**src/hw/memAccessPkg.sv**
```systemverilog
package memAccessPkg;

    localparam int DATA_WIDTH     = 32;                    // data word width
    localparam int ADDR_WIDTH     = 32;                    // byte address width
    localparam int RAM_WORDS_LOG2 = 8;                     // 256 words, 1 KiB
    localparam int RAM_WORDS      = 1 << RAM_WORDS_LOG2;
    localparam int BYTE_LANES     = DATA_WIDTH / 8;        // one write enable per byte

    typedef enum logic [3:0] {
        NOP = 4'd0,
        LB,                                                // signed byte
        LBU,                                               // unsigned byte
        LH,
        LHU,
        LW,
        LWL,                                               // left partial word
        LWR,                                               // right partial word
        SB,
        SH,
        SW,
        SWL,
        SWR
    } memOp;

    function automatic logic isStoreOp(input memOp op);
        case (op)
            SB, SH, SW, SWL, SWR: return 1'b1;
            default:              return 1'b0;
        endcase
    endfunction

    function automatic logic isLoadOp(input memOp op);
        case (op)
            LB, LBU, LH, LHU, LW, LWL, LWR: return 1'b1;
            default:                        return 1'b0;
        endcase
    endfunction

endpackage

```
**src/hw/accessSequencer.sv**
```systemverilog
`timescale 1ns/1ns

module accessSequencer import memAccessPkg::*; (
    input  logic                        clk,
    input  logic                        reset,
    input  logic                        reqValid,
    input  memOp                        reqOp,
    input  logic [ADDR_WIDTH-1:0]       reqAddr,
    input  logic [DATA_WIDTH-1:0]       reqStoreData,
    input  logic [DATA_WIDTH-1:0]       reqRegOld,
    input  logic [BYTE_LANES-1:0]       alignedWen,
    input  logic [DATA_WIDTH-1:0]       alignedWrData,
    output logic [BYTE_LANES-1:0]       ramWen,
    output logic [RAM_WORDS_LOG2-1:0]   ramAddr,
    output logic [DATA_WIDTH-1:0]       ramWrData,
    output memOp                        pendOp,
    output logic [1:0]                  pendAddrLow,
    output logic [DATA_WIDTH-1:0]       pendRegOld,
    input  logic [DATA_WIDTH-1:0]       loadResult,
    output logic                        respValid,
    output logic [DATA_WIDTH-1:0]       respLoadData,
    output logic                        respAddrError
);

    logic misaligned;

    always_comb begin
        case (reqOp)
            LH, LHU, SH: misaligned = reqAddr[0];          // halfword needs even address
            LW, SW:      misaligned = |reqAddr[1:0];
            default:     misaligned = 1'b0;                // byte and partial-word ops never fault
        endcase
    end

    assign ramAddr   = reqAddr[RAM_WORDS_LOG2+1:2];        // word index
    assign ramWen    = (!reset && reqValid && isStoreOp(reqOp) && !misaligned) ? alignedWen : '0;
    assign ramWrData = alignedWrData;

    always_ff @(posedge clk) begin
        if (reset) begin
            respValid     <= 1'b0;
            respAddrError <= 1'b0;
            pendOp        <= NOP;
        end else begin
            respValid     <= reqValid;
            respAddrError <= reqValid && misaligned;
            pendOp        <= reqValid ? reqOp : NOP;
        end
    end

    // payload for the load side, meaningful only with respValid
    always_ff @(posedge clk) begin
        pendAddrLow <= reqAddr[1:0];
        pendRegOld  <= reqRegOld;
    end

    assign respLoadData = (respValid && isLoadOp(pendOp) && !respAddrError) ? loadResult : '0;

endmodule

```
**config.mk**
```make
export PLATFORM = sky130hd
export DESIGN_NAME = accessSequencer
export DESIGN_NICKNAME = d
export VERILOG_FILES = /design/src/hw/memAccessPkg.sv /design/src/hw/accessSequencer.sv
export SDC_FILE = /design/constraint.sdc
export NUM_CORES = 1
export LEC_CHECK = 0
export ABC_AREA = 0
export BUFFER_PORTS_ARGS = -buffer_cell sky130_fd_sc_hd__buf_2
export CAP_MARGIN = 30
export CORE_AREA = 2 2 112 114
export DETAILED_ROUTE_END_ITERATION = 7
export DIE_AREA = 0 0 114 116
export HOLD_SLACK_MARGIN = 0.02
export PLACE_DENSITY_LB_ADDON = 0.15
export REMOVE_ABC_BUFFERS = 1
export SKIP_LAST_GASP = 1
export SYNTH_ARGS = -nofsm -noshare
export SYNTH_HDL_FRONTEND = slang
export SYNTH_SLANG_ARGS = --single-unit
```
**constraint.sdc**
```tcl
create_clock -name clk -period 2.79 [get_ports clk]
set_input_delay 0.4185 -clock clk [delete_from_list [all_inputs] [get_ports clk]]
set_output_delay 0.4185 -clock clk [all_outputs]
set_load 0.01 [all_outputs]
```
After elaboration in Yosys (flattened, before gate mapping)
Index checks and enable logic that the tools add are counted.
{"block": "op_classes", "multipliers": 0, "n_reduce_logical": 15, "n_shift": 0, "n_lt_le_gt_ge": 0, "div": 0, "mux": 5, "addsub": 0, "bitwise_logic": 1, "eq_ne": 15}
{"op": "2-to-1 mux 32 bit", "count": 1}
{"op": "equality test 4 x 3 -> 1 bit (second input constant)", "count": 6}
{"op": "equality test 4 bit (second input constant)", "count": 5}
{"op": "equality test 4 x 2 -> 1 bit (second input constant)", "count": 3}
{"op": "OR reduction 7 bit", "count": 1}
{"op": "logical AND 1 bit", "count": 6}
{"op": "OR reduction 2 bit", "count": 3}
{"op": "OR reduction 5 bit", "count": 1}
{"op": "equality test 4 x 1 -> 1 bit (second input constant)", "count": 1}
{"op": "2-to-1 mux 4 bit", "count": 1}
{"op": "logical NOT 1 bit", "count": 3}
{"op": "OR reduction 3 bit", "count": 1}
{"op": "2-to-1 mux 1 bit", "count": 2}
{"op": "one-hot mux 1 bit (2 select lines)", "count": 1}
{"op": "inverter 1 bit", "count": 1}
{"block": "totals", "out_inout_bits": 116, "mem_bits_ro": 0, "mem_bits_rw": 0, "latch_bits": 0, "in_bits": 171, "mem_count": 0, "elab_cells": 41, "reg_bits": 40}

Longest topological paths before layout
Gate-level depths: netlist of the first run.
{"block": "logic_depth", "depth_word": 6, "ltp_mapped": 4, "ltp_nobuf": 3}

Least setup slack after synthesis of the first run
Ideal clock, no wire load.
{"block": "synth_timing", "path_type": "register -> output", "start": "reg pendOp[0]", "end": "out respLoadData[10]", "t_required_ps": 2372, "n_path_buf": 1, "path_slack_ps": 1275, "stages_incl_launch_ff": 5, "t_arrival_ps": 1097, "cell_sequence": "dfxtp_1 -> nor3_2 -> nor4b_4 -> buf_6 -> and2_1"}
{"block": "synth_between", "elab_chain_cells": 6, "elab_cells_between_ends": 12, "cone_classes": "7 x eq/ne; 2 x mux; 3 x reduce/logical"}
{"item": "from (decl)", "line_no": "accessSequencer.sv:16", "source": "output memOp pendOp,"}
{"item": "from (signal assigned)", "line_no": "accessSequencer.sv:47", "source": "pendOp <= reqValid ? reqOp : NOP;"}
{"item": "equality test 4 x 1 -> 1 bit, or another cell as far along", "line_no": "memAccessPkg.sv:33", "source": "case (op)"}
{"item": "OR reduction 7 bit (*)", "line_no": "memAccessPkg.sv:33"}
{"item": "2-to-1 mux 1 bit (*)", "line_no": "memAccessPkg.sv:33"}
{"item": "logical AND 1 bit (*) (2 in series)", "line_no": "accessSequencer.sv:57", "source": "assign respLoadData = (respValid && isLoadOp(pendOp) && !respAddrError) ? loadResult : '0;"}
{"item": "2-to-1 mux 32 bit (*)", "line_no": "accessSequencer.sv:57"}
{"item": "to (decl)", "line_no": "accessSequencer.sv:21", "source": "output logic [DATA_WIDTH-1:0] respLoadData,"}
Every way passes the cells marked *; elsewhere a longest branch is shown, timed or not.

Final worst setup path of the first run
{"block": "layout_timing", "start": "reg pendOp[2]", "end": "out respLoadData[30]"}
Same word-level chain as after synthesis.

==> impl_results.rst, run 1 <==
.. list-table::
   :header-rows: 1

   * - Metric
     - Value
   * - Remaining routing DRC violations
     - 0
   * - Power per unit of standard cell area
     - 613.6 nW/um2
   * - Fraction of layout instances using a drive strength above 1
     - 63.95%
   * - Pre-antenna DRT Iters
     - 4
   * - Vias in the first global route
     - 1,353
   * - Peak supply drop
     - 0.3699 mV
   * - Routability-driven placement congestion ratio
     - 0.6737
   * - Floorplan die area
     - 13,220 um2
   * - Number of endpoints failing setup at the final stage
     - 0
   * - Flip-flop and latch count after synthesis
     - 40
   * - Top cell type's share of synthesized area
     - 52.63%
   * - Dominant register cell in the synthesized netlist
     - sky130_fd_sc_hd__dfxtp_1
   * - Mean routed wirelength per cell
     - 16.24 um
   * - DP Wirelength
     - 5546 um
   * - Root buffer selected by CTS
     - sky130_fd_sc_hd__clkbuf_16
   * - Number of flops mapped to enable cells by yosys
     - 0
   * - Die Y-Extent
     - 116 um
   * - Placed Instances
     - 397
   * - Average instance area after synthesis
     - 10.79 um2
   * - Non-filler cells, final
     - 405
   * - Global-route usage over all layers
     - 9.410%
   * - Total of fill cells in the finished design
     - 1,324
   * - Final wirelength
     - 6579 um
   * - Outcome
     - finished, final reports clean
   * - Final clock period utilization by the worst path
     - 69.02%
   * - Hold violation total from the final report
     - 0
   * - Final Max Tran Viols
     - 0
   * - Number of distinct library cells after synthesis
     - 19
   * - Iteration-0 DRC count of the detailed router
     - 31
   * - Critical path data arrival time
     - 1.51 ns
   * - Cts-stage hold buffer count
     - 0
   * - Die W
     - 114 um
   * - Clock tree from TritonCTS
     - built
   * - Worst hold endpoint
     - pendRegOld[31]$_DFF_P_
   * - Dominant cell type by area after synthesis
     - sky130_fd_sc_hd__dfxtp_1
   * - Number of warnings printed during yosys synthesis
     - 0
   * - Initial antenna violation count
     - 0
   * - Maximum number of pins on one net before global-route repair
     - 33
   * - Total Nets Final
     - 428
   * - Level count of the clock H-tree
     - 2
   * - Pin slew with the least headroom to its limit
     - 0.3846 ns
   * - Sum of overflow across all layers after global routing
     - 0
   * - Startpoint-to-endpoint class of the critical path
     - reg -> out
   * - Count of maximum capacitance violations
     - 0
   * - Num Clock Sinks
     - 40
   * - Number of buffers created by CTS
     - 5
   * - Total leakage power
     - 1.250 nW
   * - Multi-input combinational cell area
     - 379.1 um2
   * - Clk slew on worst S/H paths
     - 0.06 ns
   * - Critical hold path startpoint
     - reqRegOld[31]
   * - Endpoint kind of the worst setup timing path
     - primary output
   * - Setup TNS
     - 0 ns
   * - Remaining antenna violation count
     - 0
   * - Post-detailed-route via-to-cell ratio
     - 3.432
   * - Quantity of gates resized following cts
     - 0
   * - Clk buf depth
     - 2
   * - Post-CTS setup buffers
     - 0
   * - Data required time at the worst endpoint
     - 2.37 ns
   * - Ranking of synthesized cells by instance count
     - 40 x sky130_fd_sc_hd__buf_4, 40 x sky130_fd_sc_hd__dfxtp_1, 35 x sky130_fd_sc_hd__and2_1
   * - Netlist Area Pre-Place
     - 1521 um2
   * - Initial cell density of the core
     - 12.77%
   * - Setup crit start kind
     - flip-flop
   * - Kind of path behind the tightest hold check
     - in -> reg
   * - Fmax
     - 519.3 MHz
   * - Asr flop ratio synth
     - 0%
   * - Number of buffer cells added on primary ports
     - 152
   * - Core footprint
     - 11,910 um2
   * - Diode insertion count for antenna repair
     - 0
   * - Post-Syn Instances
     - 141
   * - Critical path peak fanout
     - 32
   * - Synthesis-to-layout area growth
     - 51.64%
   * - Global-route wire length before repair
     - 8673 um
   * - Number of top-level pins
     - 287
   * - Via count
     - 1,390
   * - Storage cell area
     - 800.8 um2
   * - Post-layout minimum cycle time
     - 1.926 ns
   * - Unrepaired setup endpoints after global routing
     - false
   * - Cell Rows
     - 40
   * - Max-Slew Margin vs Limit
     - 74.09%
   * - Main area contributors after synthesis
     - sky130_fd_sc_hd__dfxtp_1 53%, sky130_fd_sc_hd__buf_4 20%, sky130_fd_sc_hd__and2_1 14%
   * - Seq/Total Area, Yosys
     - 52.63%
   * - Number of instances on the worst hold path
     - 1
==> metrics by stage <==
stage | hold WS [ns] | total power (W) | setup slack, ns | util (%) | instance area, um2
after floorplan | 0.4462 | 0.0006704 | 1.045 | - | 1184
after global placement | 0.5210 | 0.0007723 | 1.035 | 17.93 | 2136
after detailed placement | 0.5221 | 0.0007722 | 1.014 | 17.93 | 2136
after CTS | 0.2204 | 0.001445 | 0.8035 | 19.37 | 2307
after global routing | 0.2193 | 0.001483 | 0.7252 | 19.37 | 2307
final | 0.2318 | 0.001416 | 0.8644 | 19.37 | 2307
==> state kept, by name, indices dropped and copies added (netlist names) <==
name,count
pendOp,4
respValid,1
respAddrError,1
pendRegOld,32
pendAddrLow,2
==> critical path, stage by stage, from the launching register on <==
cell and delay (ns):
sky130_fd_sc_hd__dfxtp_1 0.34, sky130_fd_sc_hd__nor3_2 0.06, sky130_fd_sc_hd__nor4b_4 0.19, sky130_fd_sc_hd__buf_4 0.28, sky130_fd_sc_hd__and2_1 0.17, sky130_fd_sc_hd__buf_2 0.17
==> report_power, final <==
group | switching (W) | internal [W]
combinational | 0.0000694 | 0.0000777
sequential | 0.00000880 | 0.000601
clock | 0.000234 | 0.000425
total | 0.000312 | 0.00110
==> per-layer routing <==
layer	global-route usage (%)	vias to the layer above	part of all wire (%)
met3	11.45	9	26
met5	5.185	-	1.4
li1	-	635	-
met4	2.114	2	1.1
met2	9.722	190	29
met1	11.13	554	42
==> layout make-up <==
type | count | share of cell area (%)
multi-input cells | 56 | 16.43
clock buffers | 5 | 5.423
inverters | 1 | 0.1627
flip-flops and latches | 40 | 34.71
clock inverters | 3 | 2.007
repair buffers | 153 | 33.30
well taps | 147 | 7.972
==> logic make-up after synthesis <==
logic type / share of synthesized area (%)
xor+xnor: 0.5758
flops: 52.63
buf+inv: 22.45
simple gates: 20.39
compound gates: 3.947
==> layout by cell type (no fill, tap or decap) <==
master	count
sky130_fd_sc_hd__a21oi_1	5
sky130_fd_sc_hd__and2_1	35
sky130_fd_sc_hd__and3b_2	1
sky130_fd_sc_hd__buf_2	152
sky130_fd_sc_hd__buf_4	1
sky130_fd_sc_hd__bufinv_16	1
sky130_fd_sc_hd__clkbuf_16	5
sky130_fd_sc_hd__clkinvlp_4	1
sky130_fd_sc_hd__dfxtp_1	40
sky130_fd_sc_hd__inv_1	1
sky130_fd_sc_hd__inv_6	1
sky130_fd_sc_hd__nand2_1	1
sky130_fd_sc_hd__nand3_1	4
sky130_fd_sc_hd__nand4b_1	2
sky130_fd_sc_hd__nor2b_1	1
sky130_fd_sc_hd__nor3_2	1
sky130_fd_sc_hd__nor4b_4	1
sky130_fd_sc_hd__o211a_1	1
sky130_fd_sc_hd__o211ai_2	1
sky130_fd_sc_hd__o21ai_0	1
sky130_fd_sc_hd__o31ai_1	1
sky130_fd_sc_hd__xnor2_1	1
==> worst max-delay path by stage <==
stage	startpoint	to	slack, ns	depth (start not counted)
finish	pendOp[2]$_SDFF_PP0_	respLoadData[30]	0.86	5
global route	pendOp[2]$_SDFF_PP0_	respLoadData[30]	0.73	5
CTS	pendOp[2]$_SDFF_PP0_	respLoadData[6]	0.80	5
detailed placement	reqOp[1]	ramWen[1]	1.01	5
global placement	reqOp[1]	ramWen[1]	1.03	5
floorplan	pendOp[0]$_SDFF_PP0_	respLoadData[0]	1.04	3
Power figures use the tool's default switching activity.
==> run 2, diff against run 1 <==
--- a/config.mk
+++ b/config.mk
@@ -8,9 +8,9 @@
 export ABC_AREA = 0
 export BUFFER_PORTS_ARGS = -buffer_cell sky130_fd_sc_hd__buf_2
 export CAP_MARGIN = 30
-export CORE_AREA = 2 2 112 114
+export CORE_AREA = 2 2 113 115
 export DETAILED_ROUTE_END_ITERATION = 7
-export DIE_AREA = 0 0 114 116
+export DIE_AREA = 0 0 115 117
 export HOLD_SLACK_MARGIN = 0.02
 export PLACE_DENSITY_LB_ADDON = 0.15
 export REMOVE_ABC_BUFFERS = 1
==> constraint.sdc (replaced) <==
create_clock -name clk -period 1.7 [get_ports clk]
set_input_delay 0.255 -clock clk [delete_from_list [all_inputs] [get_ports clk]]
set_output_delay 0.255 -clock clk [all_outputs]
set_load 0.01 [all_outputs]
==> run 2 against run 1 <==
Die area up 1.7%. Critical path depth up 1. Global-route usage fell by 0.65 points. Clock power grew 64%. Routed wire length is 1.8% higher. Critical path type unchanged. Hold slack got worse by 0.17 ns. Sequential share of layout area shrank 3.1 points. Cell count grew 1.7%. Non-clock buffer count up 4. Critical endpoint is now respLoadData[11]. The run now ends with setup timing left. Combinational power up 91%. Core utilization is 1.3 points higher.
==> impl_results.rst, run 2 (synthesis results as in run 1) <==
.. list-table::
   :header-rows: 1

   * - Metric
     - Value
   * - Outcome
     - finished, violations left
   * - Failing checks
     - setup timing
   * - Kind of path behind the tightest hold check
     - in -> reg
   * - Sum of overflow across all layers after global routing
     - 0
   * - Endpoint kind of the worst setup timing path
     - primary output
   * - Most common library cell in the layout ignoring fill and taps
     - sky130_fd_sc_hd__buf_2
   * - Post-layout minimum cycle time
     - 1.765 ns
   * - Maximum number of pins on one net before global-route repair
     - 33
   * - Pin slew with the least headroom to its limit
     - 0.3692 ns
   * - Final Max Tran Viols
     - 0
   * - Setup slack of the critical path after layout
     - -0.06535 ns
   * - Critical path peak fanout
     - 8
   * - Num Clock Sinks
     - 40
   * - Critical path data arrival time
     - 1.51 ns
   * - Fmax
     - 566.5 MHz
   * - Most frequent cells in the layout
     - 135 x sky130_fd_sc_hd__buf_2, 37 x sky130_fd_sc_hd__dfxtp_1, 19 x sky130_fd_sc_hd__and2_1, 19 x sky130_fd_sc_hd__buf_6, 16 x sky130_fd_sc_hd__and2_4
   * - Crit-path max cell delay
     - 0.33 ns
   * - Core footprint
     - 12,310 um2
   * - Initial antenna violation count
     - 0
   * - Mean routed wirelength per cell
     - 16.26 um
   * - Synthesis-to-layout area growth
     - 67.35%
   * - Cts-stage hold buffer count
     - 0
   * - Hold violation total from the final report
     - 0
   * - Busiest layer in global routing
     - met3
   * - Clk slew on worst S/H paths
     - 0.06 ns
   * - Pre-antenna DRT Iters
     - 4
   * - Die Y-Extent
     - 117 um
   * - Remaining antenna violation count
     - 0
   * - Global-route wire length before repair
     - 7997 um
   * - Power per unit of standard cell area
     - 926.9 nW/um2
   * - Final clock period utilization by the worst path
     - 103.8%
   * - Data required time at the worst endpoint
     - 1.44 ns
   * - Worst hold slack
     - 0.06674 ns
   * - Diode insertion count for antenna repair
     - 0
   * - Total power
     - 0.002360 W
   * - Total of fill cells in the finished design
     - 1,328
   * - Number of endpoints failing setup at the final stage
     - 32
   * - Fraction of layout instances using a drive strength above 1
     - 71.76%
   * - Peak supply drop
     - 0.6713 mV
   * - Root buffer selected by CTS
     - sky130_fd_sc_hd__clkbuf_16
   * - Clock tree from TritonCTS
     - built
   * - Layout Cell Area excl Fill
     - 2546 um2
   * - Vias in the first global route
     - 1,302
   * - Cell area after placement
     - 2152 um2
   * - Placement Setup Slack
     - 0.1940 ns
   * - Global routing usage on met1
     - 9.185%
   * - Clk buf depth
     - 2
   * - Startpoint-to-endpoint class of the critical path
     - reg -> out
   * - Post-detailed-route via-to-cell ratio
     - 3.502
   * - Cell with the largest stage delay on the worst path
     - sky130_fd_sc_hd__dfxtp_2
   * - Max-Slew Margin vs Limit
     - 75.13%
   * - Number of top-level pins
     - 287
   * - Total Nets Final
     - 432
   * - Level count of the clock H-tree
     - 2
   * - Unrepaired setup endpoints after global routing
     - true
   * - Die W
     - 115 um
   * - Setup crit start kind
     - flip-flop
   * - Library cell appearing most often on the critical path
     - sky130_fd_sc_hd__buf_6
   * - Total leakage power
     - 1.322 nW
   * - Remaining routing DRC violations
     - 0
   * - Routing usage on met3
     - 10.81%
   * - Iteration-0 DRC count of the detailed router
     - 21
   * - Routability-driven placement congestion ratio
     - 0.6601
   * - Global-route usage over all layers
     - 8.764%
   * - Number of buffer cells added on primary ports
     - 152
   * - Met2 track demand over resource
     - 9.333%
   * - Largest registers
     - pendRegOld (32), pendOp (4), pendAddrLow (2)
   * - Initial cell density of the core
     - 12.36%
   * - Crit path cell chain
     - nor3_2 > nor4b_4 > buf_6 > clkbuf_16 > and2_4 > buf_6
   * - Count of maximum capacitance violations
     - 0
   * - Number of buffers created by CTS
     - 5
   * - Cell Rows
     - 41
   * - Final wirelength
     - 6700 um
   * - Via count
     - 1,443
   * - Register containing the most flip-flops in the final layout
     - pendRegOld
   * - Floorplan die area
     - 13,460 um2
   * - Largest register FFs
     - 32
run 2: worst max-delay path: cells and delay by family (launching register included):
| family | cells | cell delay [ns] |
|---|---|---|
| flops | 1 | 0.33 |
| buf+inv | 3 | 0.43 |
| simple gates | 3 | 0.46 |
run 2: what timing repair did:
action                                  in CTS  in global routing
setup buffers                                0                  1
pin swaps                                    0                  9
gates resized for setup                      0                 42
endpoints found under the setup margin      13                 32
cloned                                       0                  3
run 2: report_power, final:
group | internal [W] | leakage, nW | switching [W]
Clock | 0.000697 | 0.0804 | 0.000382
Combinational | 0.000157 | 0.904 | 0.000124
Sequential | 0.000987 | 0.337 | 0.0000133
Total | 0.00184 | 1.32 | 0.000519
run 2: layout make-up:
| type | instances | area (um2) | area share (%) |
|---|---|---|---|
| multi-input cells | 56 | 419.2 | 16.46 |
| well taps | 150 | 187.7 | 7.371 |
| clock buffers | 5 | 125.1 | 4.914 |
| flip-flops and latches | 40 | 804.5 | 31.60 |
| repair buffers | 157 | 959.7 | 37.69 |
| inverters | 1 | 3.754 | 0.1474 |
| clock inverters | 3 | 46.29 | 1.818 |
run 2: metrics by stage:
stage / instances / util (%) / setup TNS [ns]
floorplan: 97 / - / 0
global placement: 400 / 17.48 / 0
detailed placement: 400 / 17.48 / 0
CTS: 408 / 18.87 / -0.6992
global route: 412 / 20.68 / -3.974
finish: 412 / 20.68 / -1.562
run 2: worst paths after layout:
| check | endpoint | from | slack, ns | cells past startpoint |
|---|---|---|---|---|
| setup / recovery | respLoadData[11] | pendOp[1]$_SDFF_PP0_ | -0.07 | 6 |
| hold / removal | pendRegOld[27]$_DFF_P_ | reqRegOld[27] | 0.07 | 1 |
run 2: metal layers:
layer,vias to the layer above,part of all wire (%),wire length (um)
met2,195,33,2187
met4,2,1.6,105
met1,596,38,2572
met3,8,26,1737
li1,642,-,-
met5,-,1.4,97
==> run 3, diff against run 2 <==
--- a/config.mk
+++ b/config.mk
@@ -12,7 +12,6 @@
 export DETAILED_ROUTE_END_ITERATION = 7
 export DIE_AREA = 0 0 115 117
 export HOLD_SLACK_MARGIN = 0.02
-export PLACE_DENSITY_LB_ADDON = 0.15
 export REMOVE_ABC_BUFFERS = 1
 export SKIP_LAST_GASP = 1
 export SYNTH_ARGS = -nofsm -noshare
==> run 3 against run 2 <==
The run still ends with setup timing left. Global-route usage rose by 3.4 points. Routed wire length increased by 29%. Design area decreased by 0.54%. Clock power grew 5%. Via count is 3.2% higher. Clock-buffer cell count grew 1. Cell count up 0.97%. Critical path depth is the same. Flip-flop and latch count unchanged. Combinational power grew 1%. Core utilization is 0.11 points lower. Worst setup slack improved by 0.021 ns. Critical endpoint is now respLoadData[27]. Largest cell class unchanged.
==> impl_results.rst, run 3 (synthesis results as in run 1) <==
.. list-table::
   :header-rows: 1

   * - Metric
     - Value
   * - Outcome
     - finished, violations left
   * - Failing checks
     - setup timing
   * - Remaining routing DRC violations
     - 0
   * - Power per unit of standard cell area
     - 954.7 nW/um2
   * - Number of buffers created by CTS
     - 5
   * - Largest registers
     - pendRegOld (32), pendOp (4), pendAddrLow (2)
   * - Most frequent cells in the layout
     - 134 x sky130_fd_sc_hd__buf_2, 37 x sky130_fd_sc_hd__dfxtp_1, 21 x sky130_fd_sc_hd__and2_1, 21 x sky130_fd_sc_hd__buf_6, 14 x sky130_fd_sc_hd__and2_4
   * - Mean routed wirelength per cell
     - 20.71 um
   * - Post-layout minimum cycle time
     - 1.744 ns
   * - Synthesis-to-layout area growth
     - 66.45%
   * - Critical path peak fanout
     - 7
   * - Internal power
     - 0.001876 W
   * - Share of the core filled with cells in the final layout
     - 20.57%
   * - Endpoint kind of the worst setup timing path
     - primary output
   * - Setup slack of the critical path after layout
     - -0.04440 ns
   * - Initial cell density of the core
     - 12.36%
   * - Sequential share of power
     - 41.4%
   * - Setup crit start kind
     - flip-flop
   * - Root buffer selected by CTS
     - sky130_fd_sc_hd__clkbuf_16
   * - Switching share of total power
     - 22.41%
   * - Level count of the clock H-tree
     - 2
   * - Reported net switching power
     - 0.0005417 W
   * - Proportion of power drawn by the clock network
     - 46.8%
   * - Unrepaired setup endpoints after global routing
     - true
   * - Library cell appearing most often on the critical path
     - sky130_fd_sc_hd__buf_6
   * - Clk buf depth
     - 2
   * - Critical path data arrival time
     - 1.49 ns
   * - Crit path cell chain
     - nor3_2 > nor4b_4 > buf_6 > buf_6 > and2_4 > buf_6
   * - Die Y-Extent
     - 117 um
   * - Cell Rows
     - 41
   * - Number of buffer cells added on primary ports
     - 152
   * - Max-Slew Margin vs Limit
     - 72.02%
   * - Via count
     - 1,489
   * - Cell with the largest stage delay on the worst path
     - sky130_fd_sc_hd__dfxtp_2
   * - Startpoint-to-endpoint class of the critical path
     - reg -> out
   * - Floorplan die area
     - 13,460 um2
   * - Number of endpoints failing setup at the final stage
     - 32
   * - Fraction of layout instances using a drive strength above 1
     - 71.10%
   * - Pre-antenna DRT Iters
     - 4
   * - Final clock period utilization by the worst path
     - 102.6%
   * - DP Wirelength
     - 7339 um
   * - Global-route usage over all layers
     - 12.16%
   * - Total power
     - 0.002418 W
   * - Number of top-level pins
     - 287
   * - Clk slew on worst S/H paths
     - 0.06 ns
   * - Remaining antenna violation count
     - 0
   * - Die W
     - 115 um
   * - Worst hold slack
     - 0.06845 ns
   * - Num Clock Sinks
     - 40
   * - Largest register FFs
     - 32
   * - Register containing the most flip-flops in the final layout
     - pendRegOld
   * - Post-detailed-route via-to-cell ratio
     - 3.579
   * - Total leakage power
     - 1.321 nW
   * - Power share of the combinational group
     - 11.8%
   * - Most common library cell in the layout ignoring fill and taps
     - sky130_fd_sc_hd__buf_2
   * - Maximum number of pins on one net before global-route repair
     - 19
   * - Count of maximum capacitance violations
     - 0
   * - Initial antenna violation count
     - 6
   * - Total Nets Final
     - 433
   * - Clock tree from TritonCTS
     - built
   * - Kind of path behind the tightest hold check
     - in -> reg
   * - Iteration-0 DRC count of the detailed router
     - 26
   * - Core footprint
     - 12,310 um2
   * - Final Max Tran Viols
     - 0
   * - Data required time at the worst endpoint
     - 1.44 ns
   * - Crit-path max cell delay
     - 0.33 ns
   * - Hold violation total from the final report
     - 0
   * - Pin slew with the least headroom to its limit
     - 0.4153 ns
   * - Global-route wire length before repair
     - 10,940 um
   * - Final wirelength
     - 8615 um
   * - Routability-driven placement congestion ratio
     - 0.7786
   * - Peak supply drop
     - 0.3127 mV
   * - Fmax
     - 573.3 MHz
   * - Sum of overflow across all layers after global routing
     - 0
   * - Vias in the first global route
     - 1,535
-- run 3: cell count changes in the layout (fill, tap and decap cells not counted), moves of 2 or more --
cell and delta:
sky130_fd_sc_hd__buf_4 +2, sky130_fd_sc_hd__and2_4 -2, sky130_fd_sc_hd__and2_1 +2, sky130_fd_sc_hd__buf_6 +2, sky130_fd_sc_hd__diode_2 +3, sky130_fd_sc_hd__clkbuf_16 -2
-- run 3: repair_timing --
action,in CTS,in global routing
hold buffers,0,0
resized for setup,0,58
pin swaps,0,7
cloned,0,2
setup buffers,0,2
setup endpoints to repair,32,32
-- run 3: worst max-delay path: cells and delay by family (launching register included) --
family / cells / cell delay [ns]
simple gates: 3 / 0.47
flops: 1 / 0.33
buf+inv: 3 / 0.40
-- run 3: routing by layer --
layer,track usage (%),up-vias,routed length (um)
met1,12.61,643,3305
met2,13.37,178,2790
li1,-,646,-
met3,17.30,14,2364
met4,2.410,8,55
met5,3.333,-,100
-- run 3: power groups by stage --
stage | Clock, W | Sequential (W) | Combinational (W)
2_1_floorplan | 0 | 0.00105 | 0.0000516
3_3_place_gp | 0 | 0.00102 | 0.000251
3_5_place_dp | 0 | 0.00102 | 0.000257
4_1_cts | 0.00117 | 0.00100 | 0.000258
5_1_grt | 0.00120 | 0.00101 | 0.000312
6_report | 0.00113 | 0.00100 | 0.000285
-- run 3: layout make-up --
type / count / area [um2]
Tap cell: 150 / 187.7
Sequential cell: 40 / 804.5
Timing Repair Buffer: 158 / 937.1
Clock buffer: 6 / 138.9
Antenna cell: 3 / 7.507
Clock inverter: 2 / 38.79
Multi-Input combinational cell: 56 / 414.1
Inverter: 1 / 3.754
Fill cell: 1371 / 9779
-- run 3: worst paths after layout --
check | from | endpoint | slack, ns | cells past startpoint
worst min-delay path | reqRegOld[1] | pendRegOld[1]$_DFF_P_ | 0.07 | 1
worst max-delay path | pendOp[1]$_SDFF_PP0_ | respLoadData[27] | -0.04 | 6
-- run 3: stage by stage --
| stage | setup TNS (ns) | area [um2] | cells | setup WS (ns) |
|---|---|---|---|---|
| global route | -3.606 | 2527 | 414 | -0.1305 |
| finish | -0.9152 | 2532 | 416 | -0.04440 |
| global placement | 0 | 2147 | 401 | 0.3028 |
| detailed placement | 0 | 2147 | 401 | 0.2648 |
| CTS | -0.8193 | 2325 | 409 | -0.04724 |
| floorplan | 0 | 1184 | 97 | 0.1180 |
